<file path="src/hdl/decode_pkg.sv">
package decode_pkg;

    // Datapath widths
    localparam int INSTR_W    = 32; // Instruction word
    localparam int ADDR_W     = 32; // PC and immediate
    localparam int REG_W      = 32; // Register data
    localparam int REG_ADDR_W = 5;  // Register index

    // Opcode field, bits 31:25 of the instruction
    typedef enum logic [6:0] {
        OP_NOP  = 7'h00,
        OP_ADD  = 7'h01, // R-type arithmetic
        OP_SUB  = 7'h02,
        OP_AND  = 7'h03,
        OP_OR   = 7'h04,
        OP_ADDI = 7'h05, // Register plus immediate
        OP_LDW  = 7'h10, // Loads, word then byte
        OP_LDB  = 7'h11,
        OP_STW  = 7'h12, // Stores, word then byte
        OP_STB  = 7'h13,
        OP_BEQ  = 7'h30, // Compare and branch
        OP_JUMP = 7'h31  // Unconditional
    } opcode_e;

    // ALU operation for the execute stage
    typedef enum logic [2:0] {
        ALU_ADD    = 3'd0, // Also address generation
        ALU_SUB    = 3'd1, // Also branch compare
        ALU_AND    = 3'd2,
        ALU_OR     = 3'd3,
        ALU_PASS_B = 3'd4  // Second operand straight through
    } alu_op_e;

    // Control bundle for EX, MEM and WB
    typedef struct packed {
        logic    regwrite; // WB: write the destination register
        logic    memtoreg; // WB: result from memory, else ALU
        logic    branch;   // MEM: redirect fetch
        logic    memwrite; // MEM: store
        logic    memread;  // MEM: load
        logic    byteword; // MEM: 1 word, 0 byte
        logic    alusrc;   // EX: 1 takes the immediate as operand B
        alu_op_e alu_op;   // EX: operation
        logic    illegal;  // Unknown opcode, treated as NOP
    } ctrl_t;

    // Data half of the stage output
    typedef struct packed {
        logic [ADDR_W-1:0]     pc;       // PC of this instruction
        logic [REG_W-1:0]      rs1_data; // First source operand
        logic [REG_W-1:0]      rs2_data; // Second source operand
        logic [REG_ADDR_W-1:0] dest_reg; // Write-back target
        logic [ADDR_W-1:0]     imm;      // Sign-extended immediate
    } decoded_t;

endpackage

</file>
<file path="src/hdl/control_unit.sv">
`timescale 1ns/1ps

module control_unit (
    input  decode_pkg::opcode_e opcode,
    output decode_pkg::ctrl_t   ctrl
);
    import decode_pkg::*;

    // Pure lookup on the opcode, no state
    always_comb begin
        ctrl = '0; // Default bundle is a NOP
        case (opcode)
            OP_NOP: begin
                ctrl = '0;
            end
            OP_ADD: begin
                ctrl.regwrite = 1'b1;
                ctrl.alu_op   = ALU_ADD;
            end
            OP_SUB: begin
                ctrl.regwrite = 1'b1;
                ctrl.alu_op   = ALU_SUB;
            end
            OP_AND: begin
                ctrl.regwrite = 1'b1;
                ctrl.alu_op   = ALU_AND;
            end
            OP_OR: begin
                ctrl.regwrite = 1'b1;
                ctrl.alu_op   = ALU_OR;
            end
            OP_ADDI: begin
                ctrl.regwrite = 1'b1;
                ctrl.alusrc   = 1'b1;    // Operand B is the immediate
                ctrl.alu_op   = ALU_ADD;
            end
            OP_LDW, OP_LDB: begin
                ctrl.regwrite = 1'b1;
                ctrl.memtoreg = 1'b1;    // Load data goes to the register
                ctrl.memread  = 1'b1;
                ctrl.alusrc   = 1'b1;    // Base plus offset
                ctrl.alu_op   = ALU_ADD;
                ctrl.byteword = (opcode == OP_LDW);
            end
            OP_STW, OP_STB: begin
                ctrl.memwrite = 1'b1;
                ctrl.alusrc   = 1'b1;
                ctrl.alu_op   = ALU_ADD;
                ctrl.byteword = (opcode == OP_STW);
            end
            OP_BEQ: begin
                ctrl.branch = 1'b1;
                ctrl.alu_op = ALU_SUB;   // Zero result means taken
            end
            OP_JUMP: begin
                ctrl.branch = 1'b1;
                ctrl.alusrc = 1'b1;
                ctrl.alu_op = ALU_PASS_B; // Target comes from the immediate
            end
            default: begin
                // Unknown code, no enables so it behaves as a bubble
                ctrl         = '0;
                ctrl.illegal = 1'b1;
            end
        endcase
    end

endmodule

</file>
<file path="src/hdl/operand_extract.sv">
`timescale 1ns/1ps

module operand_extract (
    input  logic [decode_pkg::INSTR_W-1:0]    instr,
    output decode_pkg::opcode_e               opcode,
    output logic [decode_pkg::REG_ADDR_W-1:0] src1_addr,
    output logic [decode_pkg::REG_ADDR_W-1:0] src2_addr,
    output logic [decode_pkg::REG_ADDR_W-1:0] dest_reg,
    output logic [decode_pkg::ADDR_W-1:0]     imm
);
    import decode_pkg::*;

    // Low bit of each register field
    localparam int OPC_LSB  = 25;
    localparam int DEST_LSB = 20;
    localparam int SRC1_LSB = 15;
    localparam int SRC2_LSB = 10;

    // Immediate payload widths
    localparam int IMM_S_W = 15; // Short form, bits 14:0
    localparam int IMM_B_W = 10; // Branch low part, bits 9:0

    logic [REG_ADDR_W-1:0] dest_field;
    logic [IMM_S_W-1:0]    imm_short;
    logic [IMM_B_W-1:0]    imm_branch;

    // Fixed field positions
    assign opcode     = opcode_e'(instr[INSTR_W-1:OPC_LSB]); // Unknown codes pass through
    assign dest_field = instr[DEST_LSB +: REG_ADDR_W];
    assign src1_addr  = instr[SRC1_LSB +: REG_ADDR_W];
    assign src2_addr  = instr[SRC2_LSB +: REG_ADDR_W];
    assign dest_reg   = dest_field;

    assign imm_short  = instr[IMM_S_W-1:0];
    assign imm_branch = instr[IMM_B_W-1:0];

    // Three immediate formats
    always_comb begin
        case (opcode)
            OP_BEQ: begin
                // Dest field is the top of the offset, 15 bits total
                imm = {{(ADDR_W-REG_ADDR_W-IMM_B_W){dest_field[REG_ADDR_W-1]}},
                       dest_field, imm_branch};
            end
            OP_JUMP: begin
                // 20 bit offset, dest field on top of the short immediate
                imm = {{(ADDR_W-REG_ADDR_W-IMM_S_W){dest_field[REG_ADDR_W-1]}},
                       dest_field, imm_short};
            end
            default: begin
                imm = {{(ADDR_W-IMM_S_W){imm_short[IMM_S_W-1]}}, imm_short};
            end
        endcase
    end

endmodule

</file>
<file path="src/hdl/register_bank.sv">
`timescale 1ns/1ps

module register_bank #(
    parameter int NUM_REGS = 32
) (
    input  logic                              clk,
    input  logic                              reset,
    input  logic                              wb_en,
    input  logic [decode_pkg::REG_ADDR_W-1:0] wb_addr,
    input  logic [decode_pkg::REG_W-1:0]      wb_data,
    input  logic [decode_pkg::REG_ADDR_W-1:0] rd_addr1,
    input  logic [decode_pkg::REG_ADDR_W-1:0] rd_addr2,
    output logic [decode_pkg::REG_W-1:0]      rd_data1,
    output logic [decode_pkg::REG_W-1:0]      rd_data2
);
    import decode_pkg::*;

    logic [REG_W-1:0] regs [NUM_REGS];
    logic             wr_ok;

    // Register 0 and indices past the bank are never written
    assign wr_ok = wb_en && (wb_addr != '0) && (int'(wb_addr) < NUM_REGS);

    always_ff @(posedge clk) begin
        if (reset) begin
            for (int i = 0; i < NUM_REGS; i++) begin
                regs[i] <= '0;
            end
        end else if (wr_ok) begin
            regs[wb_addr] <= wb_data;
        end
    end

    // One read port, with write-through
    function automatic logic [REG_W-1:0] read_port(input logic [REG_ADDR_W-1:0] addr);
        logic [REG_W-1:0] data;
        if (addr == '0 || int'(addr) >= NUM_REGS) begin
            data = '0; // Hardwired zero, also for missing registers
        end else if (wr_ok && (wb_addr == addr)) begin
            data = wb_data; // Same-cycle write wins
        end else begin
            data = regs[addr];
        end
        return data;
    endfunction

    always_comb begin
        rd_data1 = read_port(rd_addr1);
        rd_data2 = read_port(rd_addr2);
    end

endmodule

</file>
<file path="src/hdl/decode_stage_reg.sv">
`timescale 1ns/1ps

module decode_stage_reg (
    input  logic                              clk,
    input  logic                              reset,
    input  logic                              in_valid,
    input  logic                              stall,
    input  logic                              flush,
    input  logic [decode_pkg::ADDR_W-1:0]     pc,
    input  decode_pkg::ctrl_t                 ctrl,
    input  logic [decode_pkg::REG_W-1:0]      rs1_data,
    input  logic [decode_pkg::REG_W-1:0]      rs2_data,
    input  logic [decode_pkg::REG_ADDR_W-1:0] dest_reg,
    input  logic [decode_pkg::ADDR_W-1:0]     imm,
    output logic                              out_valid,
    output decode_pkg::ctrl_t                 out_ctrl,
    output decode_pkg::decoded_t              out_dec
);
    import decode_pkg::*;

    decoded_t dec_next;
    logic     accept;

    // Gather the parallel decode results
    always_comb begin
        dec_next.pc       = pc;
        dec_next.rs1_data = rs1_data;
        dec_next.rs2_data = rs2_data;
        dec_next.dest_reg = dest_reg;
        dec_next.imm      = imm;
    end

    assign accept = in_valid && !stall;

    // Valid and control, cleared on any dead slot
    always_ff @(posedge clk) begin
        if (reset) begin
            out_valid <= 1'b0;
            out_ctrl  <= '0;
        end else if (flush) begin
            out_valid <= 1'b0; // Flush beats stall
            out_ctrl  <= '0;
        end else if (!stall) begin
            out_valid <= in_valid;
            out_ctrl  <= in_valid ? ctrl : '0; // Bubble carries no enables
        end
    end

    // Payload, only qualified by out_valid downstream
    always_ff @(posedge clk) begin
        if (accept) begin
            out_dec <= dec_next;
        end
    end

endmodule

</file>
<file path="src/hdl/decode_top.sv">
`timescale 1ns/1ps

module decode_top #(
    parameter int NUM_REGS = 32
) (
    input  logic                              clk,
    input  logic                              reset,
    input  logic                              in_valid,
    input  logic [decode_pkg::INSTR_W-1:0]    instr,
    input  logic [decode_pkg::ADDR_W-1:0]     pc,
    input  logic                              stall,
    input  logic                              flush,
    input  logic                              wb_en,
    input  logic [decode_pkg::REG_ADDR_W-1:0] wb_addr,
    input  logic [decode_pkg::REG_W-1:0]      wb_data,
    output logic                              out_valid,
    output decode_pkg::ctrl_t                 out_ctrl,
    output decode_pkg::decoded_t              out_dec
);
    import decode_pkg::*;

    opcode_e               opcode;    // Extractor to control unit
    ctrl_t                 ctrl;
    logic [REG_ADDR_W-1:0] src1_addr;
    logic [REG_ADDR_W-1:0] src2_addr;
    logic [REG_ADDR_W-1:0] dest_reg;
    logic [ADDR_W-1:0]     imm;
    logic [REG_W-1:0]      rs1_data;  // Register bank read data
    logic [REG_W-1:0]      rs2_data;

    // Field slicing and immediate
    operand_extract i_operand_extract (
        .instr     (instr),
        .opcode    (opcode),
        .src1_addr (src1_addr),
        .src2_addr (src2_addr),
        .dest_reg  (dest_reg),
        .imm       (imm)
    );

    control_unit i_control_unit (
        .opcode (opcode),
        .ctrl   (ctrl)
    );

    // Write port from write-back, reads from this stage
    register_bank #(
        .NUM_REGS (NUM_REGS)
    ) i_register_bank (
        .clk      (clk),
        .reset    (reset),
        .wb_en    (wb_en),
        .wb_addr  (wb_addr),
        .wb_data  (wb_data),
        .rd_addr1 (src1_addr),
        .rd_addr2 (src2_addr),
        .rd_data1 (rs1_data),
        .rd_data2 (rs2_data)
    );

    decode_stage_reg i_decode_stage_reg (
        .clk       (clk),
        .reset     (reset),
        .in_valid  (in_valid),
        .stall     (stall),
        .flush     (flush),
        .pc        (pc),
        .ctrl      (ctrl),
        .rs1_data  (rs1_data),
        .rs2_data  (rs2_data),
        .dest_reg  (dest_reg),
        .imm       (imm),
        .out_valid (out_valid),
        .out_ctrl  (out_ctrl),
        .out_dec   (out_dec)
    );

endmodule

</file>
<file path="config.mk">
export PLATFORM = sky130hd
export DESIGN_NAME = decode_top
export DESIGN_NICKNAME = d
export VERILOG_FILES = /design/src/hdl/decode_pkg.sv /design/src/hdl/control_unit.sv /design/src/hdl/operand_extract.sv /design/src/hdl/register_bank.sv /design/src/hdl/decode_stage_reg.sv /design/src/hdl/decode_top.sv
export SDC_FILE = /design/constraint.sdc
export NUM_CORES = 2
export LEC_CHECK = 0
export CAP_MARGIN = 30
export CORE_MARGIN = 8
export CORE_UTILIZATION = 47
export DETAILED_ROUTE_END_ITERATION = 12
export DONT_BUFFER_PORTS = 1
export MAX_ROUTING_LAYER = met4
export REMOVE_ABC_BUFFERS = 1
export SYNTH_ARGS = -nofsm -noshare
export SYNTH_HDL_FRONTEND = slang
export SYNTH_SLANG_ARGS = --single-unit
</file>
<file path="constraint.sdc">
create_clock -name clk -period 4.97 [get_ports clk]
set_input_delay 0.2485 -clock clk [delete_from_list [all_inputs] [get_ports clk]]
set_output_delay 0.2485 -clock clk [all_outputs]
set_load 0.02 [all_outputs]
</file>
==> flow_summary_export.csv <==
group,metric,value,unit
clock_network,clk_latency,0.77,ns
setup_path,cpPeakStageDelay,0.71,ns
synth,dominant_cell_type_by_area_after_synthesis,"sky130_fd_sc_hd__edfxtp_1",
clock_network,cts_sinks,1156,
global_route,maximum_number_of_pins_on_one_net_before_global_route_repair,334,
global_route,antenna_found_initial,13,
clock_network,tritoncts,"built",
setup_path,worstPathBufferInverterCount,4,
setup_path,end_kind,"flop",
final_layout,post_route_cells_drive_above_1_share,19.3,%
setup_path,worst-endpoint-required,5.66,ns
sta,max_freq,349,MHz
floorplan,placeable_core_area,0.126,mm2
synth,post_synth_fa_ha_maj_area_fraction,0,%
power,power.ir.vdd_worst,283,uV
sta,finalSetupViolCount,0,
route,post_detailed_route_wirelength_per_cell,35.0,um
floorplan,die_w,372,um
synth,ys_async_sr_fraction,0,%
sta,layout_worst_path_cycle_share,57.6,%
power,leakage,23.4,nW
route,firstDrtPassIters,8,
placed_design,numPortBuffers,0,
global_route,grt_usage,29.8,%
setup_path,cpMaxStageDelayCell,"sky130_fd_sc_hd__dlygate4sd3_1",
synth,postSynthRegisterBits,1156,
route,num_vias,37600,
floorplan,fp-row-count,130,
route,drt_drc_violations_left,0,
clock_network,cts_htree_levels,4,
clock_network,cts-buffers-inserted,133,
sta,pins_over_slew_limit,0,
sta,fin_hold_ws,0.0320,ns
floorplan,die_h,372,um
synth,synth_xor_xnor_area_share,0.147,%
synth,postSynthAreaPerCell,14.7,um2
run,drv.max_cap_violation_count,0,
final_layout,fillCellCount,10100,
setup_path,critical-path-top-delay-family,"buffers and inverters",
power,pwr_per_cell_area,349,mW/mm2
global_route,grt_pass1_wl,285000,um
setup_path,setup.worst_path.start_class,"input port",
clock_network,clockBufferDepth,3,
synth,synth.top_cells.by_count,"1145 x sky130_fd_sc_hd__edfxtp_1, 996 x sky130_fd_sc_hd__and2_1, 379 x sky130_fd_sc_hd__mux4_2, 305 x sky130_fd_sc_hd__mux2i_1, 285 x sky130_fd_sc_hd__clkbuf_1",
route,detail_route.wirelength.met1,80000,um
run_status,run_status,"finished clean",
sta,layout_min_cycle_time,2.86,ns
route,postRouteWirelength,204000,um
synth,synthCells,4046,
floorplan,initial_utilization,47.4,%
setup_path,crit_top_cell,"sky130_fd_sc_hd__dlygate4sd3_1",
floorplan,die-area,0.138,mm2
sta,relSlewSlack,11.1,%
sta,unrepaired_setup_endpoints_after_global_routing,"no",
synth,synth_top_flop_cell,"sky130_fd_sc_hd__edfxtp_1",
synth,synth_compound_gate_area_share,5.44,%
global_route,first_global_vias,36700,
synth,synth_edf_count,1145,
placed_design,dp_hpwl,118000,um
synth,netlist.area_leader.share,57.8,%
route,met3WireLength,22700,um
floorplan,boundaryPins,252,
synth,synth_cell_area,0.0595,mm2
synth,synth.most_common_cell,"sky130_fd_sc_hd__edfxtp_1",
clock_network,clockRootBuffer,"sky130_fd_sc_hd__clkbuf_16",
sta,clock_skew,0.0224,ns
sta,worstMarginPinSlew,1.33,ns
setup_path,crit_path_max_fanout,89,
synth,synthSimpleGateAreaFrac,12.7,%
route,top_layer_used,"met4",
final_layout,final_area,0.0673,mm2
sta,report.final.hold_viol_count,0,
route,dr_wl_met2,91200,um
synth,synth_cell_type_count,52,
placed_design,finalWeightedCongestion,0.911,
sta,finalSetupTns,0,ns
clock_network,path_clk_slew,0.06,ns
placed_design,post-place-ws,1.84,ns
synth,dominant_combinational_cell_family_by_area_after_synthesis,"multiplexers",
route,drt_iter0_markers,4951,
clock_network,count_of_cells_resized_by_post_cts_repair,0,
setup_path,critPathKind,"in2reg",
final_layout,flow.area_growth_from_synthesis,13.2,%
route,route.detailed.vias_per_inst,6.47,
synth,synth_warnings,0,
final_layout,final_nets,4156,
sta,final.setup.worst_slack,2.11,ns
synth,ys_top_cells_by_area,"sky130_fd_sc_hd__edfxtp_1 58%, sky130_fd_sc_hd__mux4_2 14%, sky130_fd_sc_hd__and2_1 10%",
setup_path,worstPathCellList,"dlygate4sd3_1, nand2b_1, inv_6, and2_1, nand3_1, dlygate4sd3_1, a21oi_1, dlygate4sd3_1",
placed_design,detailed_place.area,0.0609,mm2
setup_path,cp_data_arrival_time,3.56,ns
synth,synth_mux_area_share,20.4,%
global_route,global_route.overflow_total,0,
route,final_antenna_net_count,0,
worst_hold_path,hold_path.class,"in2reg",
synth,yosysSeqAreaShare,58.2,%
==> cell type report <==
cell class                 instances  area (um2)  area share (%)
antenna                            8        20.0          0.0297
tap                             1650        2060            3.07
sequential                      1156       34600            51.4
timing repair buffer             268        3140            4.67
inverter                           8        35.0          0.0520
clock inverter                    64         573           0.851
multi-input combinational       2482       23400            34.7
clock buffer                     174        3510            5.22
==> power by group <==
group,total [mW],internal [mW],switching [mW]
combinational,2.39,1.08,1.31
clock,9.39,5.28,4.11
sequential,11.7,11.3,0.411
total,23.5,17.7,5.83
==> flip-flops by register name, summed over array words and instances (netlist names) <==
signal / flops
i_register_bank.regs: 1024
i_decode_stage_reg.out_ctrl: 10
i_decode_stage_reg.out_dec: 121
i_decode_stage_reg.out_valid: 1
==> cells in the final DEF (no fill, tap or decap), drive strengths merged, types with 11 or more instances in the layout <==
cell type and count:
o22ai 57, mux2i 305, clkbuf 174, a211oi 53, inv 13, a22oi 91
and2 997, or2 37, nand2 86, mux4 379, nor2b 24, dfxtp 11
dlygate4sd3 147, a32o 49, a21oi 77, mux2 46, nor2 60, nand2b 11
buf 121, a221o 20, o21ai 36, clkinv 53, edfxtp 1145, conb 32
o221ai 32
==> per-layer routing <==
| metal | track usage [%] | vias up |
|---|---|---|
| met3 | 7.75 | 429 |
| met5 | - | - |
| met1 | 39.3 | 19400 |
| met2 | 44.3 | 2316 |
| li1 | - | 15500 |
| met4 | 12.1 | 0 |
==> through the flow <==
stage | instances | util (%) | total power, mW
after floorplan | 3646 | - | 13.0
after global placement | 5362 | 48.3 | 13.8
after detailed placement | 5377 | 48.5 | 13.9
after CTS | 5797 | 53.5 | 23.5
after global routing | 5807 | 53.6 | 24.1
final | 5810 | 53.6 | 23.5
==> what timing repair did <==
item / 4_1_cts / 5_1_grt
hold endpoints to repair: 1175 / 1
hold buffers: 182 / 1
endpoints found under the setup margin: 0 / 0
buffers inserted: 0 / 0
==> kinds of logic after synthesis <==
kind of cell | Yosys count
xor gates and xnor gates | 10
other | 1
AOI/OAI and AO/OA | 447
muxes | 730
DFF | 1156
and+or+nand+nor | 1263
buffers and inverters | 439
==> worst paths after layout <==
path / from / to / slack (ns) / depth (start not counted)
worst min register to register: i_decode_stage_reg.out_ctrl[2] / i_decode_stage_reg.out_ctrl[2] / 0.64 / 2
worst max-delay path: stall / i_decode_stage_reg.out_ctrl[10] / 2.11 / 8
worst min-delay path: reset / i_register_bank.regs[9][29] / 0.03 / 1
worst max register to register: i_register_bank.regs[8][9] / i_decode_stage_reg.out_dec[78] / 2.61 / 4
Note: power is estimated with default switching activity, not from simulation.
